--- src/logic/vmul_pkg.sv ---
package vmul_pkg;

  // Datapath and bookkeeping sizes
  localparam int unsigned ElenWidth        = 64;
  localparam int unsigned StrbWidth        = ElenWidth / 8;
  localparam int unsigned NrVInsn          = 8;
  localparam int unsigned VlWidth          = 8;
  localparam int unsigned AddrWidth        = 10;
  localparam int unsigned InsnQueueDepth   = 4;
  localparam int unsigned ResultQueueDepth = 2;
  localparam int unsigned MulLatency       = 2;

  // Pointer and occupancy widths of the two queues
  localparam int unsigned InsnPntWidth   = $clog2(InsnQueueDepth);
  localparam int unsigned ResultPntWidth = $clog2(ResultQueueDepth);

  typedef logic [ElenWidth-1:0]      elen_t;
  typedef logic [StrbWidth-1:0]      strb_t;
  typedef logic [VlWidth-1:0]        vlen_t;
  typedef logic [AddrWidth-1:0]      vaddr_t;
  typedef logic [$clog2(NrVInsn)-1:0] vid_t;

  typedef logic [InsnPntWidth-1:0]   insn_pnt_t;
  typedef logic [InsnPntWidth:0]     insn_cnt_t;
  typedef logic [ResultPntWidth-1:0] rq_pnt_t;
  typedef logic [ResultPntWidth:0]   rq_cnt_t;

  typedef enum logic [1:0] {
    EW8  = 2'd0,
    EW16 = 2'd1,
    EW32 = 2'd2,
    EW64 = 2'd3
  } vew_e;

  typedef enum logic [1:0] {
    VMUL   = 2'd0,
    VMULHU = 2'd1,
    VMACC  = 2'd2
  } vmul_op_e;

  typedef struct packed {
    vid_t     id;
    vmul_op_e op;
    vew_e     vew;
    vlen_t    vl;
    // Unmasked when set
    logic     vm;
    logic     use_scalar;
    elen_t    scalar_op;
    vaddr_t   vd_base;
  } vmul_operation_t;

  typedef struct packed {
    elen_t    operand_a;
    elen_t    operand_b;
    elen_t    operand_c;
    vmul_op_e op;
    vew_e     vew;
    strb_t    mask;
  } mul_req_t;

  typedef struct packed {
    elen_t result;
    strb_t mask;
  } mul_resp_t;

  typedef struct packed {
    vid_t   id;
    vaddr_t addr;
    elen_t  wdata;
    strb_t  be;
  } result_t;

  // Elements carried by the next word out of the cnt still left
  function automatic vlen_t word_elems_fn(input vlen_t cnt, input vew_e vew);
    vlen_t per_word;
    per_word = vlen_t'(StrbWidth >> int'(vew));
    return (cnt < per_word) ? cnt : per_word;
  endfunction

  // Byte enable of a word holding elems valid elements of width vew
  function automatic strb_t be_fn(input vlen_t elems, input vew_e vew);
    int unsigned nbytes;
    strb_t       be;
    nbytes = int'(elems) << int'(vew);
    be     = '0;
    for (int unsigned b = 0; b < StrbWidth; b++) begin
      if (b < nbytes) be[b] = 1'b1;
    end
    return be;
  endfunction

endpackage
--- src/logic/vmul_result_queue.sv ---
module vmul_result_queue (
  input  logic                      clk_i,
  input  logic                      rst_ni,
  input  vmul_pkg::mul_resp_t       resp_i,
  input  logic                      resp_valid_i,
  output logic                      resp_ready_o,
  input  vmul_pkg::vmul_operation_t proc_op_i,
  input  vmul_pkg::vlen_t           proc_cnt_i,
  output logic                      proc_word_done_o,
  output logic                      proc_insn_done_o,
  output vmul_pkg::result_t         result_o,
  output logic                      result_req_o,
  input  logic                      result_gnt_i,
  output logic                      commit_insn_done_o
);

  import vmul_pkg::*;

  result_t [ResultQueueDepth-1:0] buf_q;
  // Marks the final word of an instruction
  logic    [ResultQueueDepth-1:0] last_q;
  rq_pnt_t                        wr_pnt_q;
  rq_pnt_t                        rd_pnt_q;
  rq_cnt_t                        cnt_q;

  vlen_t   proc_elems;
  vlen_t   done_elems;
  vlen_t   word_idx;
  result_t entry;
  logic    write;
  logic    pop;

  assign resp_ready_o = (cnt_q != rq_cnt_t'(ResultQueueDepth));
  assign write        = resp_valid_i && resp_ready_o;

  assign proc_elems = word_elems_fn(proc_cnt_i, proc_op_i.vew);
  assign done_elems = proc_op_i.vl - proc_cnt_i;
  assign word_idx   = done_elems >> (int'(EW64) - int'(proc_op_i.vew));

  always_comb begin
    entry.id    = proc_op_i.id;
    entry.addr  = proc_op_i.vd_base + vaddr_t'(word_idx);
    entry.wdata = resp_i.result;
    entry.be    = be_fn(proc_elems, proc_op_i.vew) & resp_i.mask;
  end

  assign proc_word_done_o = write;
  assign proc_insn_done_o = write && (proc_elems == proc_cnt_i);

  assign result_req_o       = (cnt_q != '0);
  assign result_o           = buf_q[rd_pnt_q];
  assign pop                = result_req_o && result_gnt_i;
  assign commit_insn_done_o = pop && last_q[rd_pnt_q];

  always_ff @(posedge clk_i or negedge rst_ni) begin
    if (!rst_ni) begin
      wr_pnt_q <= '0;
      rd_pnt_q <= '0;
      cnt_q    <= '0;
    end else begin
      if (write) wr_pnt_q <= wr_pnt_q + 1'b1;
      if (pop) rd_pnt_q <= rd_pnt_q + 1'b1;
      case ({write, pop})
        2'b10:   cnt_q <= cnt_q + 1'b1;
        2'b01:   cnt_q <= cnt_q - 1'b1;
        default: cnt_q <= cnt_q;
      endcase
    end
  end

  always_ff @(posedge clk_i) begin
    if (write) begin
      buf_q[wr_pnt_q]  <= entry;
      last_q[wr_pnt_q] <= proc_insn_done_o;
    end
  end

endmodule

--- config.mk ---
export PLATFORM = sky130hd
export DESIGN_NAME = vmul_result_queue
export DESIGN_NICKNAME = d
export VERILOG_FILES = /design/src/logic/vmul_pkg.sv /design/src/logic/vmul_result_queue.sv
export SDC_FILE = /design/constraint.sdc
export NUM_CORES = 1
export LEC_CHECK = 0
export BUFFER_PORTS_ARGS = -buffer_cell sky130_fd_sc_hd__buf_2
export CELL_PAD_IN_SITES_DETAIL_PLACEMENT = 0
export CELL_PAD_IN_SITES_GLOBAL_PLACEMENT = 2
export CORE_MARGIN = 5
export CORE_UTILIZATION = 31
export DETAILED_ROUTE_END_ITERATION = 10
export PLACE_DENSITY = 0.75
export RECOVER_POWER = 25
export SLEW_MARGIN = 20
export SYNTH_ARGS = -nofsm -noshare
export SYNTH_HDL_FRONTEND = slang
export SYNTH_SLANG_ARGS = --single-unit
export TNS_END_PERCENT = 20
--- constraint.sdc ---
create_clock -name clk_i -period 4.5 [get_ports clk_i]
set_input_delay 0.45 -clock clk_i [delete_from_list [all_inputs] [get_ports clk_i]]
set_output_delay 0.45 -clock clk_i [all_outputs]
set_load 0.05 [all_outputs]
### Word level (Yosys, flattened, before mapping)

Index checks and enable logic that the tools add are counted.

* flip-flop bits (word level): 176
* input bits: 175

* mux-type cells: 20
* eq/ne operators: 4
* order comparisons: 12
* add/sub/neg operators: 7
* shifts and indexed selects: 3
* reduce and logical (&&, ||, !) cells: 7
* bitwise operators: 1

Operators with widths (number)
* two-way mux 85 bit: 3
* bitwise mux 170 bit: 1
* < comparator 3 x 32 -> 1 bit (first input constant): 4
* demux 85 bit (select 1 bit): 1
* < comparator 1 x 32 -> 1 bit (first input constant): 2
* < comparator 2 x 32 -> 1 bit (first input constant): 2
* << shifter 8 x 2 -> 32 bit: 1
* >> shifter 8 x 32 -> 8 bit: 1
* two-way mux 1 bit: 11
* adder 10 x 8 -> 10 bit: 1
* AND 8 bit: 1
* == test 8 bit: 1
* < comparator 8 bit: 1
* two-way mux 8 bit: 1
* >> shifter 4 x 2 -> 8 bit (first input constant): 1
* subtractor 8 bit: 1
* logical AND 1 bit: 5
* < comparator 1 x 2 -> 1 bit (second input constant): 2
* one-hot mux 2 bit (2 select lines): 1
* nonzero test 2 bit: 2
* subtractor 2 x 2 -> 3 bit (first input constant): 1
* adder 1 bit (second input constant): 2
* adder 2 x 1 -> 2 bit (second input constant): 1
* bitwise mux 2 bit: 1
* other kinds (6): 6

### Depth between registers and ports, before layout

* depth after elaboration: 8
* mapped depth: 15
* mapped depth without buffers: 15

### Least setup slack after synthesis

No wires, ideal clock.

* kind: reg2reg
* start point: reg cnt_q[0]
* end point: reg buf_q[0] (netlist bit) (enable)
* data arrival time: 4712 ps
* path buffers: 0
* period minus slack after synthesis: 5244 ps
* data required time: 3968 ps
* slack: -744 ps
* cell stages (with the launch flop): 4
* cells stage by stage: dfrtp_1 > nand2b_1 > nand2_1 > nor2_1

* cells in the longest elaborated chain, start to end: 2

Ends and longest elaborated chain
* start: declaration: line vmul_result_queue.sv:24 `rq_cnt_t cnt_q;`
* start signal: assignment: line vmul_result_queue.sv:64 `2'b10: cnt_q <= cnt_q + 1'b1;`
* start signal: assignment: line vmul_result_queue.sv:65 `2'b01: cnt_q <= cnt_q - 1'b1;`
* start signal: assignment: line vmul_result_queue.sv:66 `default: cnt_q <= cnt_q;`
* inequality test 2 bit: line vmul_result_queue.sv:33 `assign resp_ready_o = (cnt_q != rq_cnt_t'(ResultQueueDepth));`
* net resp_ready_o: line vmul_result_queue.sv:6 `output logic resp_ready_o,`
* logical AND 1 bit: line vmul_result_queue.sv:34 `assign write = resp_valid_i && resp_ready_o;`
* end signal: indexed assignment: line vmul_result_queue.sv:73 `buf_q[wr_pnt_q] <= entry;`
* end: declaration: line vmul_result_queue.sv:19 `result_t [ResultQueueDepth-1:0] buf_q;`

The timed path passes the listed nets, and every way through them passes these cells.
A chain may end at the register's enable or synchronous reset.

==> flow_summary.yaml <==
outcome:
  status: "finished clean"
placement:
  dp_slack_ns: 0.207
  place_hpwl_mm: 12.2
  placed_cells: 964
  routabilityCongestion: 0.797
  postPlaceCellArea_mm2: 0.00898
  io_buffers: 196
global_routing:
  antenna_found_initial: 1
  grt_pass1_vias: 4784
  gr-usage-all-layers: 0.120
  grt_max_degree: 87
  grt.overflow.total: 0
  grt_pass1_wl_mm: 26.4
sta:
  hold_viol_final: 0
  finalCritPeriodShare: 0.857
  finalCriticalPeriod_ns: 3.86
  relSlewSlack: 0.353
  clock_skew_ns: 0.00859
  fmax_ghz: 0.259
  finalSetupViolCount: 0
  rsz0062_at_grt: "false"
  tns_ns: 0
  worst_pin_slew_ns: 0.971
  drv_slew: 0
  final.setup.worst_slack_ns: 0.643
worst_hold_path:
  min_from: "resp_i[21]"
  hold_depth: 1
  hp-class: "input pin to flip-flop"
  worst_hold_path.endpoint: "buf_q[106]"
floorplan:
  dieArea_mm2: 0.0278
  initial_core_util: 0.314
  num_rows: 57
  die_x_um: 167
  core_area_mm2: 0.0242
  die_y_um: 167
  io_pins: 265
power_and_ir_drop:
  p_total_uw: 6670
  power_density_mw_per_mm2: 700
  power_leakage_uw: 0.00357
  irDropWorstVdd_mv: 0.292
critical_path:
  cp_max_fo: 11
  r2r-end: "buf_q[112]"
  worstPathRequired_ns: 4.67
  r2r_cells: 3
  worstSetupEndpointType: "flip-flop"
  r2r_slack_ns: 2.31
  regToRegStartpoint: "cnt_q[0]"
  arrival_ns: 4.02
  crit_type: "input pin to flip-flop"
  start_kind: "input pin"
layout:
  mostFrequentLayoutCells: "edfxtp_1 (172), buf_2 (164), mux2_2 (85), clkbuf_1 (32), inv_1 (22)"
  fill_cells: 2313
  drive_above_1_share: 0.440
  fin_cells: 998
  layout_commonest_cell: "edfxtp_1"
  nets: 856
  syn_to_final_growth_pct: 25.0
  fin_area_mm2: 0.00953
synthesis:
  synth_seq_cells: 176
  async_reset_ff_frac: 0.0227
  ys_types: 54
  yosys_warnings: 0
  ys_seq_area_frac: 0.691
  yosys-top-cells-area: "edfxtp_1 (68%), mux2_2 (13%), ha_1 (3.1%)"
  avgSynthCellArea_um2: 16.7
  synth_edf_count: 172
  ys.flop_type: "edfxtp_1"
  syn_inst: 457
  synthesis.nets: 653
  syn_area_mm2: 0.00762
  yosysTopAreaCell: "edfxtp_1"
  synth_top_cell_area_share: 0.678
routing:
  vias: 4556
  drt_iter0_drc: 238
  viasPerCell: 4.57
  drcViolationCount: 0
  dr.pass1.iters: 4
  wire_per_inst_um: 16.9
  ant_nets: 0
  drt_wl_total_mm: 16.9
clocking:
  clk_pin_slew_ns: 0.07
  root_buffer: "clkbuf_16"
  clk_path_buf_depth: 2
  cts_resized: 0
  cts_hold_buf: 1
  cts.sinks: 176
  cts_buffers: 17
  post-cts-setup-buffer-count: 0
  clk_latency_ns: 0.42
  tritoncts: "built"
  cts_max_level: 4
job:
  drv_cap: 0
==> logic make-up (layout without fill, tap and decap cells) <==
family | Yosys count | after routing | synth area share
compound gates | 60 | 60 | 0.0568
xor+xnor | 18 | 18 | 0.0207
fa+ha+maj | 21 | 21 | 0.0364
buf+inv | 38 | 254 | 0.0194
flops | 176 | 176 | 0.691
mux | 90 | 90 | 0.137
other cells | 0 | 1 | 0
simple gates | 54 | 54 | 0.0389
==> per-stage QoR <==
step | util | hold slack, ns
floorplan | - | 0.154
global placement | 0.370 | 0.259
detailed placement | 0.370 | 0.264
CTS | 0.394 | 0.190
global route | 0.393 | 0.185
finish | 0.393 | 0.214
==> synth_stat cells (2+ instances only) <==
master,instances
edfxtp_1,172
mux2_2,85
inv_1,22
ha_1,19
a21oi_1,14
nor2_1,12
nand2b_1,11
xnor2_1,11
clkbuf_1,8
nand2_1,8
o21ai_0,8
xor2_1,7
nor2b_1,6
a21o_1,4
buf_1,4
buf_2,4
dfrtp_1,4
o21a_1,4
a211oi_1,3
a31oi_1,3
and3_1,3
mux4_2,3
nand3_1,3
o22ai_1,3
a21boi_0,2
and2_1,2
fa_1,2
mux2i_1,2
o211ai_1,2
o21bai_1,2
==> flip-flops by register name, indices dropped and copies added (netlist names) <==
name      flops
buf_q       170
cnt_q         2
last_q        2
rd_pnt_q      1
wr_pnt_q      1
==> worst max-delay path, stage by stage <==
cell and delay [ns]:
buf_2 0.20, ha_1 0.21, inv_1 0.06, fa_1 0.40, a211oi_1 0.45, nor2_1 0.16, xor2_1 0.18, mux4_2 0.51
fa_1 0.44, a21o_1 0.19, a21oi_1 0.27, o21ai_0 0.15, a31oi_1 0.25, xnor2_1 0.11
==> layout make-up <==
cell class	instances	area, µm²	share of cell area
timing repair buffer	200	977	0.103
sequential	176	5270	0.553
multi-input combinational	243	2220	0.233
clock buffer	17	425	0.0446
tap	324	405	0.0425
antenna	1	2.50	0.000263
inverter	22	82.6	0.00866
clock inverter	15	146	0.0154
==> per-layer routing <==
metal  vias up  global-route usage  share of wire
met3        13              0.0374          0.058
met2       149               0.197           0.49
met4         2              0.0320         0.0099
li1       2166                   -              -
met5         -                   0        0.00077
met1      2226               0.155           0.45
==> power by group <==
part	switching [µW]	total, µW	internal [µW]
Clock	662	1400	736
Sequential	208	2490	2280
Combinational	1990	2790	797
==> how the worst max path moves through the flow <==
stage,startpoint,end,cells after the start
after detailed placement,proc_cnt_i[0],buf_q[165],14
after global routing,proc_cnt_i[0],buf_q[80],14
after global placement,proc_cnt_i[0],buf_q[165],14
after CTS,proc_cnt_i[0],buf_q[80],14
final,proc_cnt_i[0],buf_q[80],14
after floorplan,cnt_q[0],buf_q[0],3
Note: power is estimated with default switching activity, not from simulation.
