### config.mk
export PLATFORM = sky130hd
export DESIGN_NAME = vmul_insn_queue
export DESIGN_NICKNAME = d
export VERILOG_FILES = /design/src/logic/vmul_pkg.sv /design/src/logic/vmul_insn_queue.sv
export SDC_FILE = /design/constraint.sdc
export NUM_CORES = 1
export LEC_CHECK = 0
export BUFFER_PORTS_ARGS = -buffer_cell sky130_fd_sc_hd__clkbuf_2
export CAP_MARGIN = 30
export CORE_MARGIN = 4
export CORE_UTILIZATION = 50
export CTS_BUF_LIST = sky130_fd_sc_hd__clkbuf_16
export CTS_CLUSTER_DIAMETER = 150
export DETAILED_ROUTE_END_ITERATION = 10
export GPL_TIMING_DRIVEN = 0
export PLACE_DENSITY = 0.69
export RECOVER_POWER = 100
export SLEW_MARGIN = 15
export SYNTH_ARGS = -nofsm -noshare
export SYNTH_HDL_FRONTEND = slang
export SYNTH_SLANG_ARGS = --single-unit
### constraint.sdc
create_clock -name clk_i -period 4.3 [get_ports clk_i]
set_input_delay 0.215 -clock clk_i [delete_from_list [all_inputs] [get_ports clk_i]]
set_output_delay 0.215 -clock clk_i [all_outputs]
set_load 0.03 [all_outputs]
### src/logic/vmul_pkg.sv
package vmul_pkg;

  // Datapath and bookkeeping sizes
  localparam int unsigned ElenWidth        = 64;
  localparam int unsigned StrbWidth        = ElenWidth / 8;
  localparam int unsigned NrVInsn          = 8;
  localparam int unsigned VlWidth          = 8;
  localparam int unsigned AddrWidth        = 10;
  localparam int unsigned InsnQueueDepth   = 4;
  localparam int unsigned ResultQueueDepth = 2;
  localparam int unsigned MulLatency       = 2;

  // Pointer and occupancy widths of the two queues
  localparam int unsigned InsnPntWidth   = $clog2(InsnQueueDepth);
  localparam int unsigned ResultPntWidth = $clog2(ResultQueueDepth);

  typedef logic [ElenWidth-1:0]      elen_t;
  typedef logic [StrbWidth-1:0]      strb_t;
  typedef logic [VlWidth-1:0]        vlen_t;
  typedef logic [AddrWidth-1:0]      vaddr_t;
  typedef logic [$clog2(NrVInsn)-1:0] vid_t;

  typedef logic [InsnPntWidth-1:0]   insn_pnt_t;
  typedef logic [InsnPntWidth:0]     insn_cnt_t;
  typedef logic [ResultPntWidth-1:0] rq_pnt_t;
  typedef logic [ResultPntWidth:0]   rq_cnt_t;

  typedef enum logic [1:0] {
    EW8  = 2'd0,
    EW16 = 2'd1,
    EW32 = 2'd2,
    EW64 = 2'd3
  } vew_e;

  typedef enum logic [1:0] {
    VMUL   = 2'd0,
    VMULHU = 2'd1,
    VMACC  = 2'd2
  } vmul_op_e;

  typedef struct packed {
    vid_t     id;
    vmul_op_e op;
    vew_e     vew;
    vlen_t    vl;
    // Unmasked when set
    logic     vm;
    logic     use_scalar;
    elen_t    scalar_op;
    vaddr_t   vd_base;
  } vmul_operation_t;

  typedef struct packed {
    elen_t    operand_a;
    elen_t    operand_b;
    elen_t    operand_c;
    vmul_op_e op;
    vew_e     vew;
    strb_t    mask;
  } mul_req_t;

  typedef struct packed {
    elen_t result;
    strb_t mask;
  } mul_resp_t;

  typedef struct packed {
    vid_t   id;
    vaddr_t addr;
    elen_t  wdata;
    strb_t  be;
  } result_t;

  // Elements carried by the next word out of the cnt still left
  function automatic vlen_t word_elems_fn(input vlen_t cnt, input vew_e vew);
    vlen_t per_word;
    per_word = vlen_t'(StrbWidth >> int'(vew));
    return (cnt < per_word) ? cnt : per_word;
  endfunction

  // Byte enable of a word holding elems valid elements of width vew
  function automatic strb_t be_fn(input vlen_t elems, input vew_e vew);
    int unsigned nbytes;
    strb_t       be;
    nbytes = int'(elems) << int'(vew);
    be     = '0;
    for (int unsigned b = 0; b < StrbWidth; b++) begin
      if (b < nbytes) be[b] = 1'b1;
    end
    return be;
  endfunction

endpackage
### src/logic/vmul_insn_queue.sv
module vmul_insn_queue (
  input  logic                           clk_i,
  input  logic                           rst_ni,
  input  vmul_pkg::vmul_operation_t      op_i,
  input  logic                           op_valid_i,
  output logic                           op_ready_o,
  output vmul_pkg::vmul_operation_t      issue_op_o,
  output logic                           issue_valid_o,
  output vmul_pkg::vlen_t                issue_cnt_o,
  input  logic                           issue_word_done_i,
  input  logic                           issue_insn_done_i,
  output vmul_pkg::vmul_operation_t      proc_op_o,
  output vmul_pkg::vlen_t                proc_cnt_o,
  input  logic                           proc_word_done_i,
  input  logic                           proc_insn_done_i,
  input  logic                           commit_insn_done_i,
  output logic [vmul_pkg::NrVInsn-1:0]   vinsn_done_o
);

  import vmul_pkg::*;

  vmul_operation_t [InsnQueueDepth-1:0] vinsn_d, vinsn_q;

  // One pointer per execution phase
  insn_pnt_t accept_pnt_d, accept_pnt_q;
  insn_pnt_t issue_pnt_d, issue_pnt_q;
  insn_pnt_t proc_pnt_d, proc_pnt_q;
  insn_pnt_t commit_pnt_d, commit_pnt_q;

  // Instructions still waiting in each phase
  insn_cnt_t issue_n_d, issue_n_q;
  insn_cnt_t proc_n_d, proc_n_q;
  insn_cnt_t commit_n_d, commit_n_q;

  // Remaining elements of the head instruction of issue and processing
  vlen_t issue_cnt_d, issue_cnt_q;
  vlen_t proc_cnt_d, proc_cnt_q;

  logic accept;

  assign op_ready_o = (commit_n_q != insn_cnt_t'(InsnQueueDepth));
  assign accept     = op_valid_i && op_ready_o;

  always_comb begin
    vinsn_d      = vinsn_q;
    accept_pnt_d = accept_pnt_q;
    issue_pnt_d  = issue_pnt_q;
    proc_pnt_d   = proc_pnt_q;
    commit_pnt_d = commit_pnt_q;
    issue_n_d    = issue_n_q;
    proc_n_d     = proc_n_q;
    commit_n_d   = commit_n_q;
    issue_cnt_d  = issue_cnt_q;
    proc_cnt_d   = proc_cnt_q;
    vinsn_done_o = '0;

    if (issue_word_done_i) begin
      issue_cnt_d = issue_cnt_q - word_elems_fn(issue_cnt_q, vinsn_q[issue_pnt_q].vew);
    end
    if (issue_insn_done_i) begin
      issue_n_d   = issue_n_q - 1'b1;
      issue_pnt_d = issue_pnt_q + 1'b1;
      // Next instruction is already stored if any is left
      if (issue_n_d != '0) issue_cnt_d = vinsn_q[issue_pnt_d].vl;
    end

    if (proc_word_done_i) begin
      proc_cnt_d = proc_cnt_q - word_elems_fn(proc_cnt_q, vinsn_q[proc_pnt_q].vew);
    end
    if (proc_insn_done_i) begin
      proc_n_d   = proc_n_q - 1'b1;
      proc_pnt_d = proc_pnt_q + 1'b1;
      if (proc_n_d != '0) proc_cnt_d = vinsn_q[proc_pnt_d].vl;
    end

    if (commit_insn_done_i) begin
      vinsn_done_o[vinsn_q[commit_pnt_q].id] = 1'b1;
      commit_n_d   = commit_n_q - 1'b1;
      commit_pnt_d = commit_pnt_q + 1'b1;
    end

    if (accept) begin
      vinsn_d[accept_pnt_q] = op_i;
      accept_pnt_d          = accept_pnt_q + 1'b1;
      // An idle phase starts counting on the new instruction
      if (issue_n_d == '0) issue_cnt_d = op_i.vl;
      if (proc_n_d == '0) proc_cnt_d = op_i.vl;
      issue_n_d  = issue_n_d + 1'b1;
      proc_n_d   = proc_n_d + 1'b1;
      commit_n_d = commit_n_d + 1'b1;
    end
  end

  // Issue stage registers this, so it lines up with issue_pnt_q
  assign issue_op_o    = vinsn_d[issue_pnt_d];
  assign issue_valid_o = (issue_n_q != '0);
  assign issue_cnt_o   = issue_cnt_q;
  assign proc_op_o     = vinsn_q[proc_pnt_q];
  assign proc_cnt_o    = proc_cnt_q;

  always_ff @(posedge clk_i or negedge rst_ni) begin
    if (!rst_ni) begin
      vinsn_q      <= '0;
      accept_pnt_q <= '0;
      issue_pnt_q  <= '0;
      proc_pnt_q   <= '0;
      commit_pnt_q <= '0;
      issue_n_q    <= '0;
      proc_n_q     <= '0;
      commit_n_q   <= '0;
      issue_cnt_q  <= '0;
      proc_cnt_q   <= '0;
    end else begin
      vinsn_q      <= vinsn_d;
      accept_pnt_q <= accept_pnt_d;
      issue_pnt_q  <= issue_pnt_d;
      proc_pnt_q   <= proc_pnt_d;
      commit_pnt_q <= commit_pnt_d;
      issue_n_q    <= issue_n_d;
      proc_n_q     <= proc_n_d;
      commit_n_q   <= commit_n_d;
      issue_cnt_q  <= issue_cnt_d;
      proc_cnt_q   <= proc_cnt_d;
    end
  end

endmodule

# Word level (Yosys, flattened, before mapping)
# Index checks and enable logic that the tools add are counted.
# Widths: inputs -> output; s select.
[classes]
order_cmp = 12
n_reduce_logical = 8
addsub = 12
n_eq_ne = 1
shifts = 2
muxes = 38
[ops]
columns = ["cell", "n"]
rows = [
  ["$bmux 91 s2", 6],
  ["$bwmux 364", 1],
  ["$mux 364", 1],
  ["$mux 91", 4],
  ["$demux 91 s2", 1],
  ["$mux 84", 2],
  ["$mux 8", 13],
  ["$mux 86", 1],
  ["$lt 2x3->1 const B", 7],
  ["$mux 3", 6],
  ["$lt 8x8->1", 2],
  ["$shr 4x2->8 const A", 2],
  ["$sub 8x8->8", 2],
  ["$add 3x1->3 const B", 3],
  ["$reduce_bool 3->1", 3],
  ["$sub 3x1->3 const B", 3],
  ["$add 2x1->2 const B", 4],
  ["$logic_not 3->1", 2],
  ["$lt 3x4->1 const B", 1],
  ["$demux 1 s3", 1],
  ["$ge 3x1->1 const B", 1],
  ["$logic_and 1x1->1", 3],
  ["$ne 3x3->1 const B", 1],
  ["$ge 2x1->1 const B", 1],
  ["2 further kinds", 2],
]
[totals]
reg_bits = 397

# Logic depth before layout (Yosys ltp)
[depth]
ltp_word = 11
mapped_depth = 16
mapped_depth_nobuf = 15

# Worst setup path before layout
# No wires, ideal clock.
[synth_path]
path_type = "register to register"
startpoint = "register proc_pnt_q[0]"
endpoint = "register proc_cnt_q[4], in the netlist proc_cnt_o[4]"
path_buffers = 1
setup_ns = 0.083
path_stages_with_launch = 14
setup_slack_ns = 0.442
synth_period_minus_slack_ns = 3.858
arrival_ns = 3.775
path_cell_list = "dfrtp_1 > buf_2 > mux4_2 > or2_2 > ha_1 > nor3_1 > o21ai_0 > a32o_1 > ha_1 > fa_1 > o2111ai_1 > xnor2_1 > mux2i_1 > o21ai_0"
[synth_rtl]
columns = ["item", "line_no", "text"]
rows = [
  ["start: declaration", "vmul_insn_queue.sv:27", "insn_pnt_t proc_pnt_d, proc_pnt_q;"],
  ["start signal: assignment", "vmul_insn_queue.sv:117", "proc_pnt_q <= proc_pnt_d;"],
  ["end signal: assignment", "vmul_insn_queue.sv:123", "proc_cnt_q <= proc_cnt_d;"],
  ["end: declaration", "vmul_insn_queue.sv:37", "vlen_t proc_cnt_d, proc_cnt_q;"],
]

==> flow_summary.toml <==
[die]
floorplan.initialDensity = 0.5090
fp.dieH_um = 215.1
fp.dieArea_um2 = 46270
placeableCoreArea_um2 = 42130
fp-row-count = 75
num_io_pins = 307
chipWidth_um = 215.1

[clock_tree]
cts.sinks = 397
cts_tree = "built"
ctsRootBufferMaster = "clkbuf_16"
insertion_delay_ns = 0.57
clkSlewWorstSetupHoldPaths_ns = 0.06
htree_levels = 2
cts_buffer_depth = 3
cts-buffers-inserted = 44

[logic_synthesis]
synth_commonest_cells = "dfrtp_1, mux2_2, mux4_2, mux2_4, mux2_1"
synth.ff_latch_count = 397
ys_seq_area_frac = 0.4632
post_synth_instance_area_um2 = 21450
synthDistinctLibCells = 47
synth_top_area_frac = 0.4632
postSynthNetCount = 1445
async_reset_ff_frac = 1.000
synthFlopType = "dfrtp_1"
synth_area_leaders = "dfrtp_1, mux4_2, mux2_2"
yosys.area.top_type = "dfrtp_1"
synth_warnings = 0
postSynthCellCount = 1314
post_synth_edffs = 0
syn_area_per_cell_um2 = 16.32
most_numerous_cell_in_the_yosys_netlist = "dfrtp_1"

[worst_setup_path]
criticalPathCategory = "reg -> out"
worst_setup_path_end_kind = "output port"
critPathLaunchType = "flip-flop"
critPathArrivalTime_ns = 3.81
wp_data_required_ns = 4.09
critical_path.max_fanout = 10
reg2reg_setup_slack_ns = 0.35

[final_layout]
final_nets = 1886
filler_cell_count = 3350
syn_to_final_growth_pct = 18.77
drive_above_1_share = 0.3600
stdcell_count = 2327
postLayoutCoreUtil = 0.6045

[timing]
final_hold_slack_ns = 0.02691
setup_viol = 0
setup_repair_after_global_routing_missed_its_margin = "false"
max_freq_mhz = 248.5
final-hold-violation-count = 0
finalCritPeriodShare = 0.9359
timing.max_slew.rel_slack = -0.9261
minimum_clock_period_after_layout_ns = 4.024
fin_setup_tns_ns = 0
final_max_slew_viol_count = 47
worst_clock_skew_ns = 0.01713
worst-slew-pin-transition_ns = 2.889

[placement]
place_congestion = 0.8410
portBuffers = 301
dp_hpwl_um = 39310
place_inst = 2158

[outcome]
failed_checks = "capacitance limit, slew limit"
result_of_the_run = "finished, violations left"

[route]
ant_nets = 0
first_pass_iters = 5
wl_per_cell_um = 24.20
postRouteWirelength_um = 56320
iteration_0_drc_markers = 751
detail_route.vias_per_cell = 5.867
route.vias.total = 13652
remaining_drc_errors = 0

[min_path]
min-delay-path-class = "in -> reg"

[global_routing]
wire_length_of_the_first_global_routing_pass_um = 89750
grt_usage = 0.2458
vias_in_the_first_global_route = 15340
maximum_number_of_pins_on_one_net_before_global_route_repair = 99
grt_overflow_total = 0
grt_antenna_before_repair = 2

[flow_run]
maxCapViolations = 1
per-stage QoR:
stage | setup slack (ns) | area (µm²)
floorplan | 0.4424 | 21450
global placement | -5.785 | 23630
detailed placement | 0.1046 | 23750
CTS | 0.06899 | 25960
global route | 0.01770 | 25470
finish | 0.2755 | 25470
final timing paths:
| path | startpoint | endpoint | cells after the start |
|---|---|---|---|
| min in group asynchronous | rst_ni | vinsn_q[194] | 2 |
| worst max-delay path | commit_n_q[0] | issue_op_o[89] | 9 |
| worst max register to register | issue_pnt_q[0] | issue_cnt_o[4] | 14 |
| max in group asynchronous | rst_ni | vinsn_q[60] | 4 |
| worst min register to register | vinsn_q[279] | vinsn_q[279] | 1 |
| worst min-delay path | op_i[82] | vinsn_q[355] | 2 |
final cells by class:
class / count / area [µm²] / area share
Sequential cell: 397 / 9935 / 0.3900
Timing Repair Buffer: 395 / 2282 / 0.08960
Tap cell: 539 / 674.4 / 0.02648
Buffer: 89 / 660.6 / 0.02594
Clock inverter: 33 / 231.5 / 0.009088
Clock buffer: 44 / 1101 / 0.04323
Antenna cell: 2 / 5.005 / 0.0001965
Multi-Input combinational cell: 810 / 10510 / 0.4128
Inverter: 18 / 67.56 / 0.002653
flip-flops by register name, indices dropped and copies added (netlist names):
register / cells
proc_cnt_o: 8
proc_n_q: 3
issue_pnt_q: 2
commit_n_q: 3
vinsn_q: 364
accept_pnt_q: 2
issue_n_q: 3
commit_pnt_q: 2
issue_cnt_o: 8
proc_pnt_q: 2
per-layer routing:
layer,global-route usage,part of all wire
met5,0,0
met4,0.07559,0.028
met3,0.06596,0.067
met2,0.3979,0.49
met1,0.3298,0.42
placed cells by master, fill, tap and decap left out, types with 3 or more instances in the layout:
master and count:
nor3_1 3, mux2_2 152, ha_1 30, buf_4 11, bufinv_16 3, clkinv_2 6
a21oi_1 18, and3_1 3, buf_6 39, o21ai_0 8, xor2_1 7, nand2_8 4
dfrtp_1 397, clkbuf_1 188, nand2b_1 12, nor2_1 26, clkbuf_2 143, or2_2 6
xnor2_1 24, buf_2 12, mux2_4 9, dlygate4sd3_1 88, o22ai_1 8, nand2_1 35
mux4_2 203, mux2i_1 11, nor4b_1 4, clkbuf_16 44, clkinv_1 15, nor2b_1 3
mux2_1 206, nand3b_1 3, a31oi_1 6, inv_1 24
cell families (layout without fill, tap and decap cells):
kind of cell / after synthesis / in the layout / synth area share
and+or+nand+nor: 111 / 111 / 0.02830
muxes: 581 / 581 / 0.4240
xor gates and xnor gates: 31 / 31 / 0.01266
DFF: 397 / 397 / 0.4632
AOI/OAI and AO/OA: 55 / 55 / 0.01727
buffers and inverters: 107 / 579 / 0.03518
adders and majority gates: 32 / 32 / 0.01937
other: 0 / 2 / 0
repair_timing:
item                                    CTS  global route
endpoints found under the setup margin    0             5
hold buffers                             88             0
gates resized for setup                   0             4
endpoints found under the hold margin   386             0
buffers inserted                          0             2
worst max-delay path, cell delays in order, from the launching register on:
cell and delay (ns):
dfrtp_1 0.36, inv_1 0.06, ha_1 0.21, a21boi_0 0.17
clkbuf_1 0.85, nand2_8 0.26, buf_6 0.26, mux2_1 0.34
mux4_2 0.51, clkbuf_1 0.23
Power is not shown: default switching activity piles up to over one toggle a cycle in this logic, so the estimate is an artifact.
