`config.mk`:
```
export PLATFORM = sky130hd
export DESIGN_NAME = vmul_issue
export DESIGN_NICKNAME = d
export VERILOG_FILES = /design/src/logic/vmul_pkg.sv /design/src/logic/vmul_issue.sv
export SDC_FILE = /design/constraint.sdc
export NUM_CORES = 1
export LEC_CHECK = 0
export ABC_AREA = 1
export CAP_MARGIN = 20
export CORE_AREA = 2 2 202 204
export DETAILED_ROUTE_END_ITERATION = 6
export DIE_AREA = 0 0 204 206
export DONT_BUFFER_PORTS = 1
export HOLD_SLACK_MARGIN = 0.12
export PLACE_DENSITY = 0.3
export SYNTH_ARGS = -nofsm -noshare
export SYNTH_HDL_FRONTEND = slang
export SYNTH_SLANG_ARGS = --single-unit
```
`constraint.sdc`:
```
create_clock -name clk_i -period 2.9 [get_ports clk_i]
set_clock_uncertainty 0.2 [all_clocks]
set_input_delay 0.145 -clock clk_i [delete_from_list [all_inputs] [get_ports clk_i]]
set_output_delay 0.145 -clock clk_i [all_outputs]
set_load 0.03 [all_outputs]
```
`src/logic/vmul_pkg.sv`:
```
package vmul_pkg;

  // Datapath and bookkeeping sizes
  localparam int unsigned ElenWidth        = 64;
  localparam int unsigned StrbWidth        = ElenWidth / 8;
  localparam int unsigned NrVInsn          = 8;
  localparam int unsigned VlWidth          = 8;
  localparam int unsigned AddrWidth        = 10;
  localparam int unsigned InsnQueueDepth   = 4;
  localparam int unsigned ResultQueueDepth = 2;
  localparam int unsigned MulLatency       = 2;

  // Pointer and occupancy widths of the two queues
  localparam int unsigned InsnPntWidth   = $clog2(InsnQueueDepth);
  localparam int unsigned ResultPntWidth = $clog2(ResultQueueDepth);

  typedef logic [ElenWidth-1:0]      elen_t;
  typedef logic [StrbWidth-1:0]      strb_t;
  typedef logic [VlWidth-1:0]        vlen_t;
  typedef logic [AddrWidth-1:0]      vaddr_t;
  typedef logic [$clog2(NrVInsn)-1:0] vid_t;

  typedef logic [InsnPntWidth-1:0]   insn_pnt_t;
  typedef logic [InsnPntWidth:0]     insn_cnt_t;
  typedef logic [ResultPntWidth-1:0] rq_pnt_t;
  typedef logic [ResultPntWidth:0]   rq_cnt_t;

  typedef enum logic [1:0] {
    EW8  = 2'd0,
    EW16 = 2'd1,
    EW32 = 2'd2,
    EW64 = 2'd3
  } vew_e;

  typedef enum logic [1:0] {
    VMUL   = 2'd0,
    VMULHU = 2'd1,
    VMACC  = 2'd2
  } vmul_op_e;

  typedef struct packed {
    vid_t     id;
    vmul_op_e op;
    vew_e     vew;
    vlen_t    vl;
    // Unmasked when set
    logic     vm;
    logic     use_scalar;
    elen_t    scalar_op;
    vaddr_t   vd_base;
  } vmul_operation_t;

  typedef struct packed {
    elen_t    operand_a;
    elen_t    operand_b;
    elen_t    operand_c;
    vmul_op_e op;
    vew_e     vew;
    strb_t    mask;
  } mul_req_t;

  typedef struct packed {
    elen_t result;
    strb_t mask;
  } mul_resp_t;

  typedef struct packed {
    vid_t   id;
    vaddr_t addr;
    elen_t  wdata;
    strb_t  be;
  } result_t;

  // Elements carried by the next word out of the cnt still left
  function automatic vlen_t word_elems_fn(input vlen_t cnt, input vew_e vew);
    vlen_t per_word;
    per_word = vlen_t'(StrbWidth >> int'(vew));
    return (cnt < per_word) ? cnt : per_word;
  endfunction

  // Byte enable of a word holding elems valid elements of width vew
  function automatic strb_t be_fn(input vlen_t elems, input vew_e vew);
    int unsigned nbytes;
    strb_t       be;
    nbytes = int'(elems) << int'(vew);
    be     = '0;
    for (int unsigned b = 0; b < StrbWidth; b++) begin
      if (b < nbytes) be[b] = 1'b1;
    end
    return be;
  endfunction

endpackage
```
`src/logic/vmul_issue.sv`:
```
module vmul_issue (
  input  logic                      clk_i,
  input  logic                      rst_ni,
  input  vmul_pkg::vmul_operation_t issue_op_i,
  input  logic                      issue_valid_i,
  input  vmul_pkg::vlen_t           issue_cnt_i,
  input  vmul_pkg::elen_t [2:0]     operand_i,
  input  logic [2:0]                operand_valid_i,
  output logic [2:0]                operand_ready_o,
  input  vmul_pkg::strb_t           mask_i,
  input  logic                      mask_valid_i,
  output logic                      mask_ready_o,
  output vmul_pkg::mul_req_t        req_o,
  output logic                      req_valid_o,
  input  logic                      req_ready_i,
  output logic                      issue_word_done_o,
  output logic                      issue_insn_done_o
);

  import vmul_pkg::*;

  vmul_operation_t op_q;
  elen_t           scalar_rep;
  logic [2:0]      use_src;
  logic            srcs_valid;
  vlen_t           issue_elems;
  logic            handshake;

  always_ff @(posedge clk_i or negedge rst_ni) begin
    if (!rst_ni) begin
      op_q <= '0;
    end else begin
      op_q <= issue_op_i;
    end
  end

  // Scalar copied into every element slot of the word
  always_comb begin
    scalar_rep = op_q.scalar_op;
    case (op_q.vew)
      EW8:  scalar_rep = {8{op_q.scalar_op[7:0]}};
      EW16: scalar_rep = {4{op_q.scalar_op[15:0]}};
      EW32: scalar_rep = {2{op_q.scalar_op[31:0]}};
      EW64: scalar_rep = op_q.scalar_op;
      default: ;
    endcase
  end

  // Sources in use in the order vd, vs2, vs1
  assign use_src    = {op_q.op == VMACC, 1'b1, !op_q.use_scalar};
  assign srcs_valid = (&(operand_valid_i | ~use_src)) && (mask_valid_i || op_q.vm);

  assign issue_elems = word_elems_fn(issue_cnt_i, op_q.vew);
  assign req_valid_o = issue_valid_i && srcs_valid;
  assign handshake   = req_valid_o && req_ready_i;

  always_comb begin
    req_o.operand_a = op_q.use_scalar ? scalar_rep : operand_i[0];
    req_o.operand_b = operand_i[1];
    req_o.operand_c = operand_i[2];
    req_o.op        = op_q.op;
    req_o.vew       = op_q.vew;
    // Inactive elements travel with a cleared strobe
    req_o.mask      = be_fn(issue_elems, op_q.vew) & (op_q.vm ? {StrbWidth{1'b1}} : mask_i);
  end

  assign operand_ready_o   = handshake ? use_src : 3'b000;
  assign mask_ready_o      = handshake && !op_q.vm;
  assign issue_word_done_o = handshake;
  assign issue_insn_done_o = handshake && (issue_elems == issue_cnt_i);

endmodule

```
==> results.sh, run 1 <==
export IMPL_pre_cts_ws_ns=0.1655
export IMPL_fp_dieH_um=206
export IMPL_cts_post_setup_buffers_inserted=11
export IMPL_error="[ERROR RSZ-0060] Max buffer count reached."
export IMPL_io_pin_count=518
export IMPL_syn_mean_instance_area_um2=7.780
export IMPL_io_buffers=0
export IMPL_fp_dieW_um=204
export IMPL_synthArstFlopShare_pct=100.0
export IMPL_start_util_pct=11.37
export IMPL_ctsResizeCount=37
export IMPL_ctsHoldBuffers=213
export IMPL_synth_warnings=0
export IMPL_ys_ff_latch=70
export IMPL_ys_flop_type="dfrtp_1"
export IMPL_yosysSeqAreaShare_pct=38.36
export IMPL_netlist_instances=587
export IMPL_yosysUniqueCellTypes=32
export IMPL_lastStage="4_1_cts"
export IMPL_clockBufferDepth=2
export IMPL_htree_levels=3
export IMPL_gp_congestion=0.7269
export IMPL_cts_sinks=70
export IMPL_syn_area_mm2=0.004567
export IMPL_numCtsBuffers=9
export IMPL_outcome="aborted with a tool error"
export IMPL_clock_root_buffer="clkbuf_16"
export IMPL_synth_edf_count=0
export IMPL_synth_nets=897
export IMPL_dp_hpwl_mm=22.03
export IMPL_rows=74
-- synthesized netlist by cell type (all sizes together), types with 2 or more instances --
library cell  number  share of area, %
a21oi             47               5.4
a22oi              5              0.82
a31oi             27               3.7
a41oi              6               1.2
buf              139                23
clkbuf            17               1.4
clkinv             2              0.16
dfrtp             70                38
ha                 3              0.82
inv               19               1.6
nand2            133                12
nand3             16               2.3
nand3b             2              0.33
nand4              5              0.68
nor2              79               6.8
o21ai              9               1.1
or2                4              0.55
-- logic make-up after synthesis --
kind of cell,share of synthesized area (%)
AND/OR/NAND/NOR,22.38
buffers and inverters,25.78
AO/OA/AOI/OAI,12.66
flip-flops,38.36
adder cells (fa/ha/maj),0.8220
-- stage by stage --
step	area (µm²)	instances	hold slack, ns
2_1_floorplan	4586	587	-0.3506
3_3_place_gp	4741	1036	-0.3486
3_5_place_dp	4741	1036	-0.3485
==> inputs of run 2 (changes only) <==
Settings changed: CORE_AREA 2 2 202 204 to 2 2 201 203, DIE_AREA 0 0 204 206 to 0 0 203 205, HOLD_SLACK_MARGIN 0.12 to unset, PLACE_DENSITY 0.3 to unset, PLACE_DENSITY_LB_ADDON set to 0.15.
Clock period 2.9 ns to 3.77 ns, I/O delays scaled along.
==> results.sh, run 2 <==
export IMPL_drc=0
export IMPL_gp_congestion=0.6954
export IMPL_hold_class="in2out"
export IMPL_maxSlewViolCount=0
export IMPL_crit_path_max_fanout=8
export IMPL_ys_flop_type="dfrtp_1"
export IMPL_synthTopCellsByCount="136 x buf_4, 126 x nand2_1, 76 x nor2_1, 70 x dfrtp_1, 46 x a21oi_1"
export IMPL_clock_root_buffer="clkbuf_16"
export IMPL_cts_post_setup_buffers_inserted=0
export IMPL_setup_viol_count_final=0
export IMPL_grt_start_max_net_pins=71
export IMPL_endpoint_kind="primary output"
export IMPL_rows=73
export IMPL_grt_pass1_wl_mm=34.44
export IMPL_finalWirelength_mm=25.92
export IMPL_drv_cap=0
export IMPL_worstMarginPinSlew_ns=0.8592
export IMPL_clockBufferDepth=2
export IMPL_ctsResizeCount=0
export IMPL_drt_iter0_markers=163
export IMPL_grt_pass1_vias=4234
export IMPL_crit_start="req_o[9]"
export IMPL_num_vias=3872
export IMPL_fp_dieW_um=203
export IMPL_syn_mean_instance_area_um2=7.780
export IMPL_finalCritPeriodShare_pct=89.04
export IMPL_fp_dieH_um=205
export IMPL_htree_levels=3
export IMPL_cts_tree="built"
export IMPL_synth_nets=897
export IMPL_numCtsBuffers=9
export IMPL_drive_gt1_share_pct=16.02
export IMPL_yosysTopAreaCellShare_pct=38.36
export IMPL_hp_start="operand_i[88]"
export IMPL_yosysSeqAreaShare_pct=38.36
export IMPL_fp_dieArea_mm2=0.04162
export IMPL_maxSlewHeadroom_pct=42.45
export IMPL_drtAntennaViolNets=0
export IMPL_netlist_instances=587
export IMPL_final_cell_mix="126 x nand2_1, 76 x nor2_1, 71 x dlygate4sd3_1"
export IMPL_synth_warnings=0
export IMPL_ys_ff_latch=70
export IMPL_tns_ns=0
export IMPL_design_core_area_mm2=0.03937
export IMPL_yosysUniqueCellTypes=32
export IMPL_outcome="finished clean"
export IMPL_nets=873
export IMPL_worst_endpoint_arrival_ns=2.97
export IMPL_areaGrowthSynthToFinish_pct=20.77
export IMPL_cellLeakagePower_uw=0.002313
export IMPL_antenna_found_initial=3
export IMPL_largest_register="op_q"
export IMPL_cp_start_kind="flop"
export IMPL_power_density_mw_per_mm2=395.5
export IMPL_synth_edf_count=0
export IMPL_ctsHoldBuffers=72
export IMPL_grt_overflow=0
export IMPL_ir_drop_mv=0.1898
export IMPL_routed_wire_length_per_instance_um=23.60
export IMPL_rsz0062_at_grt="no"
export IMPL_dp_hpwl_mm=21.37
export IMPL_largest_reg_flops=66
export IMPL_cts_sinks=70
export IMPL_synthArstFlopShare_pct=100.0
export IMPL_synth_area_leaders="dfrtp_1 38%, buf_4 22%, nand2_1 10%"
export IMPL_power_uw=2181
export IMPL_syn_area_mm2=0.004567
export IMPL_cts_clk_slew_worst_paths_ns=0.06
export IMPL_hold_path_cell_count=0
export IMPL_io_pin_count=518
export IMPL_io_buffers=0
export IMPL_hold_viol_final=0
export IMPL_post_synth_top_count_cell="buf_4"
export IMPL_fin_crit_ns=3.357
export IMPL_crit_required_ns=3.38
export IMPL_grt_usage_pct=12.08
export IMPL_path_class="reg2out"
export IMPL_yosysTopAreaCell="dfrtp_1"
export IMPL_max_freq_mhz=297.9
export IMPL_first_pass_iters=4
export IMPL_vias_per_cell=3.526
export IMPL_final_common_cell="nand2_1"
export IMPL_start_util_pct=11.60
-- run 2: cells by family (layout without fill, tap and decap cells) --
logic type / count (synthesis) / after routing / synth area share (%)
and+or+nand+nor: 240 / 240 / 22.38
adders and majority gates: 3 / 3 / 0.8220
DFF: 70 / 70 / 38.36
buffers and inverters: 177 / 158 / 25.78
AOI/OAI and AO/OA: 97 / 97 / 12.66
other: 0 / 5 / 0
-- run 2: path summary, 6_finish.rpt --
kind | end | slack, ns
setup / recovery | req_o[0] | 0.41
hold / removal | req_o[100] | 0.18
max in group asynchronous | op_q[12] | 2.81
min in group asynchronous | op_q[50] | 0.21
-- run 2: final cells by class --
type                    instances  area, µm²
diodes                          5      12.51
flip-flops and latches         70       1754
fillers                      4544      33850
clock buffers                  12      246.5
multi-input cells             340       1638
repair buffers                121       1106
well taps                     525      656.9
inverters                      21      78.83
clock inverters                 4      22.52
-- run 2: worst max-delay path, cell delays in order, from the launching register on --
cell and delay (ns):
dfrtp_2 0.50, nor2_1 0.17, clkinv_1 0.12, ha_1 0.31
a21o_1 0.19, nor2_4 0.19, nand2_4 0.11, nand2_1 0.10
nand3_2 0.11, nand2_1 0.11, nand2_2 0.06, nand2_4 0.09
nand3_2 0.11, nor2_1 0.21, nor2_1 0.06, buf_4 0.17
-- run 2: through the flow --
| stage | std cells | util (%) | setup WS, ns | cell area [µm²] | hold WS [ns] |
|---|---|---|---|---|---|
| after floorplan | 587 | - | 0.6149 | 4567 | -0.3071 |
| after global placement | 1005 | 11.42 | 0.6999 | 4496 | -0.3051 |
| after detailed placement | 1005 | 11.42 | 0.7116 | 4496 | -0.3046 |
| after CTS | 1093 | 13.98 | 0.3260 | 5503 | 0.1688 |
| after global routing | 1096 | 14.00 | 0.1609 | 5510 | 0.1748 |
| final | 1098 | 14.01 | 0.4131 | 5515 | 0.1770 |
-- run 2: report_power, final --
| part | total, µW | internal, µW | leakage (µW) | switching (µW) |
|---|---|---|---|---|
| registers | 825 | 789 | 0.000814 | 35.5 |
| clock network | 818 | 461 | 0.000132 | 356 |
| logic | 539 | 169 | 0.00137 | 370 |
| total | 2180 | 1420 | 0.00231 | 762 |
-- run 2: routing by layer --
| metal | global-route usage [%] | share of wire (%) |
|---|---|---|
| met1 | 11.31 | 32 |
| met2 | 22.11 | 52 |
| met3 | 6.204 | 12 |
| met4 | 5.031 | 3.0 |
| met5 | 0 | 0 |
(Power assumes the default switching activity.)
==> inputs of run 3 (changes only) <==
Clock period 3.77 ns to 3.06 ns, I/O delays scaled along.
==> results.sh, run 3 (same netlist as run 2, synthesis figures left out) <==
export IMPL_maxSlewHeadroom_pct=45.57
export IMPL_path_cells="buf_6 -> nor2_4 -> inv_4 -> ha_4 -> a21o_1 -> nor2_4 -> buf_12 -> nand2_8 -> nand2_2 -> nand3_2 -> nand3_2 -> nand2_2 -> nor2_2 -> nor2_1 -> nor2_2 -> buf_6"
export IMPL_crit_path_max_fanout=8
export IMPL_setup_viol_count_final=0
export IMPL_timing_hold_ws_ns=0.1060
export IMPL_cts_tree="built"
export IMPL_grt_start_max_net_pins=71
export IMPL_design_core_area_mm2=0.03937
export IMPL_drc=0
export IMPL_grt_usage_pct=12.32
export IMPL_hold_class="in2out"
export IMPL_grt_pass1_vias=4232
export IMPL_endpoint_kind="primary output"
export IMPL_fp_dieW_um=203
export IMPL_crit_path_end="req_o[6]"
export IMPL_drive_gt1_share_pct=24.24
export IMPL_drtAntennaViolNets=0
export IMPL_rsz0062_at_grt="yes"
export IMPL_finalCritPeriodShare_pct=95.49
export IMPL_dp_hpwl_mm=22.13
export IMPL_fp_dieH_um=205
export IMPL_grt_pass1_wl_mm=34.82
export IMPL_start_util_pct=11.60
export IMPL_largest_register="op_q"
export IMPL_design_area_mm2=0.005942
export IMPL_hold_viol_final=0
export IMPL_cts_clk_slew_worst_paths_ns=0.05
export IMPL_clockBufferDepth=2
export IMPL_grt_overflow=0
export IMPL_drt_iter0_markers=89
export IMPL_m1WireLength_mm=7.814
export IMPL_fp_dieArea_mm2=0.04162
export IMPL_maxSlewViolCount=0
export IMPL_setup_ws_ns=0.1381
export IMPL_crit_path_max_incr_delay_ns=0.41
export IMPL_drv_cap=0
export IMPL_nets=899
export IMPL_vias_per_cell=3.506
export IMPL_fillers=4526
export IMPL_fin_crit_ns=2.922
export IMPL_crit_required_ns=2.71
export IMPL_ir_drop_mv=0.2330
export IMPL_final_common_cell="nand2_1"
export IMPL_worst_endpoint_arrival_ns=2.57
export IMPL_antenna_found_initial=3
export IMPL_areaGrowthSynthToFinish_pct=30.11
export IMPL_final_cell_mix="117 x nand2_1, 71 x nor2_1, 71 x dlygate4sd3_1"
export IMPL_worstMarginPinSlew_ns=0.8127
export IMPL_gp_congestion=0.7072
export IMPL_top_layer_used="met5"
export IMPL_io_buffers=0
export IMPL_tns_ns=0
export IMPL_htree_levels=3
export IMPL_io_pin_count=518
export IMPL_num_vias=3930
export IMPL_place_area_mm2=0.004604
export IMPL_pre_cts_ws_ns=0.2545
export IMPL_first_pass_iters=4
export IMPL_cts_sinks=70
export IMPL_path_class="reg2out"
export IMPL_finalWirelength_mm=26.58
export IMPL_outcome="finished clean"
export IMPL_dr_wl_met2_mm=14.41
export IMPL_crit_start="req_o[9]"
export IMPL_slowest_stage="dfrtp_2"
export IMPL_max_freq_mhz=342.2
export IMPL_rows=73
export IMPL_routed_wl_met3_mm=3.411
export IMPL_cellLeakagePower_uw=0.002476
export IMPL_largest_reg_flops=66
export IMPL_power_density_mw_per_mm2=479.5
export IMPL_numCtsBuffers=9
export IMPL_cp_start_kind="flop"
export IMPL_clock_root_buffer="clkbuf_16"
export IMPL_routed_wire_length_per_instance_um=23.71
run 3: cell types whose count changed in the layout (fill, tap and decap cells not counted), sizes merged:
cell,delta
buf,+26
clkinv,-3
diode,-3
clkinvlp,+2
bufinv,+1
clkbuf,-1
inv,+1
run 3: power breakdown:
group	switching [µW]	internal (µW)
logic	476	252
clock network	437	674
registers	37.8	973
run 3: what timing repair did:
| item | in CTS | in global routing |
|---|---|---|
| endpoints found under the hold margin | 140 | 0 |
| hold buffers | 72 | 0 |
| resized for setup | 26 | 17 |
| pin swaps | 14 | 11 |
| buffers inserted | 7 | 5 |
| setup endpoints to repair | 5 | 9 |
run 3: worst min-delay path by stage:
stage,startpoint,cells past startpoint,endpoint,slack [ns]
2_1_floorplan,rst_ni,0,op_q[10],-0.34
3_3_place_gp,rst_ni,0,op_q[54],-0.34
3_5_place_dp,rst_ni,0,op_q[54],-0.34
4_1_cts,operand_i[65],0,req_o[77],0.11
5_1_grt,operand_i[90],0,req_o[102],0.11
6_report,operand_i[106],0,req_o[118],0.11
run 3: critical path: cells and delay by family, from the launching register on:
kind / cells / cell delay [ns]
AND/OR/NAND/NOR: 10 / 0.97
flip-flops: 1 / 0.41
adder cells (fa/ha/maj): 1 / 0.21
AO/OA/AOI/OAI: 1 / 0.18
buffers and inverters: 4 / 0.46
run 3: cell type report:
type                            count  area, µm²  area share, %
Multi-Input combinational cell    340       1774          29.86
Timing Repair Buffer              147       1356          22.83
Sequential cell                    70       1755          29.54
Clock buffer                       11      252.7          4.254
Antenna cell                        2      5.005        0.08423
Clock inverter                      5      57.56         0.9686
Tap cell                          525      656.9          11.05
Inverter                           21      83.83          1.411
run 3: per-layer routing:
layer	vias to the layer above	global-route usage, %
met5	-	0
met4	2	5.683
met2	258	23.80
li1	1781	-
met3	64	6.554
met1	1825	10.21
run 3: stage by stage:
| step | power, µW | std cells | util [%] |
|---|---|---|---|
| after floorplan | 1736 | 587 | - |
| after global placement | 1640 | 1019 | 11.70 |
| after detailed placement | 1635 | 1019 | 11.70 |
| after CTS | 2909 | 1114 | 14.82 |
| after global routing | 3009 | 1121 | 15.09 |
| final | 2849 | 1121 | 15.09 |
==> inputs of run 4 (changes only) <==
==> constraint.sdc (replaced) <==
create_clock -name clk_i -period 3.06 [get_ports clk_i]
set_clock_uncertainty 0.2 [all_clocks]
set_input_delay 0.306 -clock clk_i [delete_from_list [all_inputs] [get_ports clk_i]]
set_output_delay 0.306 -clock clk_i [all_outputs]
set_load 0.03 [all_outputs]
==> results.sh, run 4 (same netlist as run 2, synthesis figures left out) <==
export IMPL_max_freq_mhz=320.1
export IMPL_grt_pass1_wl_mm=35.04
export IMPL_drt_iter0_markers=107
export IMPL_power_density_mw_per_mm2=481.1
export IMPL_grt_start_max_net_pins=71
export IMPL_dp_hpwl_mm=21.94
export IMPL_gp_congestion=0.7475
export IMPL_nets=921
export IMPL_cts_clk_slew_worst_paths_ns=0.06
export IMPL_largest_reg_flops=66
export IMPL_rows=73
export IMPL_finalCritPeriodShare_pct=102.1
export IMPL_setup_ws_ns=-0.06377
export IMPL_fp_dieW_um=203
export IMPL_io_buffers=0
export IMPL_final_common_cell="nand2_1"
export IMPL_hold_viol_final=0
export IMPL_rsz0062_at_grt="yes"
export IMPL_placed_cells=1034
export IMPL_maxSlewHeadroom_pct=47.90
export IMPL_cp_start_kind="flop"
export IMPL_endpoint_kind="primary output"
export IMPL_crit_path_max_incr_delay_ns=0.44
export IMPL_power_uw=2975
export IMPL_grt_overflow=0
export IMPL_clockBufferDepth=2
export IMPL_finalWirelength_mm=26.71
export IMPL_crit_top_cell="buf_6"
export IMPL_slowest_stage="dfrtp_2"
export IMPL_ir_drop_mv=0.2702
export IMPL_drv_cap=0
export IMPL_start_util_pct=11.60
export IMPL_first_pass_iters=5
export IMPL_path_cells="buf_6 -> nor2_4 -> inv_2 -> ha_1 -> a21o_1 -> nor2_4 -> buf_12 -> nand2_8 -> buf_6 -> o21ai_4 -> a21oi_4 -> nand2_2 -> inv_2 -> a21oi_2 -> buf_6"
export IMPL_path_class="reg2out"
export IMPL_violations="negative setup slack"
export IMPL_tns_ns=-0.2750
export IMPL_fp_dieArea_mm2=0.04162
export IMPL_drive_gt1_share_pct=28.41
export IMPL_crit_required_ns=2.55
export IMPL_final_cell_mix="115 x nand2_1, 87 x buf_4, 71 x dlygate4sd3_1"
export IMPL_final_util_pct=15.71
export IMPL_routed_wire_length_per_instance_um=23.37
export IMPL_outcome="finished with violations"
export IMPL_io_pin_count=518
export IMPL_crit_path_max_fanout=7
export IMPL_drtAntennaViolNets=0
export IMPL_drc=0
export IMPL_clock_root_buffer="clkbuf_16"
export IMPL_grt_usage_pct=12.42
export IMPL_crit_start="req_o[9]"
export IMPL_areaGrowthSynthToFinish_pct=35.40
export IMPL_numCtsBuffers=9
export IMPL_fillers=4503
export IMPL_vias_per_cell=3.523
export IMPL_worst_endpoint_arrival_ns=2.62
export IMPL_cts_tree="built"
export IMPL_fin_crit_ns=3.124
export IMPL_cellLeakagePower_uw=0.002601
export IMPL_layout_cells_non_filler=1143
export IMPL_largest_register="op_q"
export IMPL_htree_levels=3
export IMPL_maxSlewViolCount=0
export IMPL_setup_viol_count_final=7
export IMPL_hold_class="in2reg"
export IMPL_grt_pass1_vias=4283
export IMPL_cts_sinks=70
export IMPL_worstMarginPinSlew_ns=0.7779
export IMPL_antenna_found_initial=5
export IMPL_fp_dieH_um=205
export IMPL_design_core_area_mm2=0.03937
export IMPL_crit_path_end="req_o[4]"
export IMPL_num_vias=4027
==> run 4: cell count changes in the layout (fill, tap and decap cells not counted), sizes merged <==
| cell | before | now |
|---|---|---|
| clkbuf | 11 | 12 |
| buf | 76 | 98 |
| clkinv | 2 | 3 |
| clkinvlp | 3 | 0 |
| bufinv | 1 | 2 |
==> run 4: how the worst min path moves through the flow <==
stage	slack, ns	endpoint	depth (start not counted)	start
2_1_floorplan	-0.19	op_q[10]	0	rst_ni
3_3_place_gp	-0.19	op_q[55]	0	rst_ni
3_5_place_dp	-0.19	op_q[73]	0	rst_ni
4_1_cts	0.26	op_q[57]	1	issue_op_i[57]
5_1_grt	0.27	op_q[41]	1	issue_op_i[41]
6_report	0.29	req_o[11]	1	issue_op_i[87]
==> run 4: repair_timing <==
| action | 4_1_cts | 5_1_grt |
|---|---|---|
| resized for setup | 28 | 25 |
| hold buffers | 72 | 0 |
| buffers inserted | 13 | 6 |
| hold endpoints to repair | 140 | 0 |
| pin swaps | 13 | 22 |
| setup endpoints to repair | 9 | 9 |
==> run 4: layout make-up <==
class	instances	area (µm²)	share of cell area (%)
well taps	525	656.9	10.62
repair buffers	169	1539	24.89
multi-input cells	340	1824	29.50
flip-flops and latches	70	1755	28.39
inverters	21	86.33	1.396
clock buffers	12	246.5	3.986
diodes	2	5.005	0.08094
clock inverters	4	70.07	1.133
==> run 4: report_power, final <==
part           internal (µW)  total [µW]  switching (µW)
clock network            734        1180             444
registers                973        1010            38.0
logic                    286         786             500
==> run 4: metrics by stage <==
step | worst slack (ns) | area [µm²] | hold slack, ns
detailed placement | 0.06267 | 4770 | -0.1874
finish | -0.06377 | 6183 | 0.2939
global route | -0.1988 | 6181 | 0.2745
CTS | -0.1843 | 6022 | 0.2622
floorplan | -0.06100 | 4586 | -0.1896
global placement | 0.08104 | 4770 | -0.1874
==> run 4: metal layers <==
metal  track usage [%]  vias to the layer above  share of wire (%)
met3             7.445                       54                 13
met2             22.99                      293                 53
met5                 0                        -               0.14
met4             5.005                        6                3.0
li1                  -                     1832                  -
met1             10.85                     1842                 31
==> run 4: critical path, delay by kind of cell (launching register included) <==
kind / cells / cell delay (ns)
adders and majority gates: 1 / 0.17
and+or+nand+nor: 4 / 0.38
AOI/OAI and AO/OA: 4 / 0.59
buffers and inverters: 6 / 0.67
DFF: 1 / 0.44
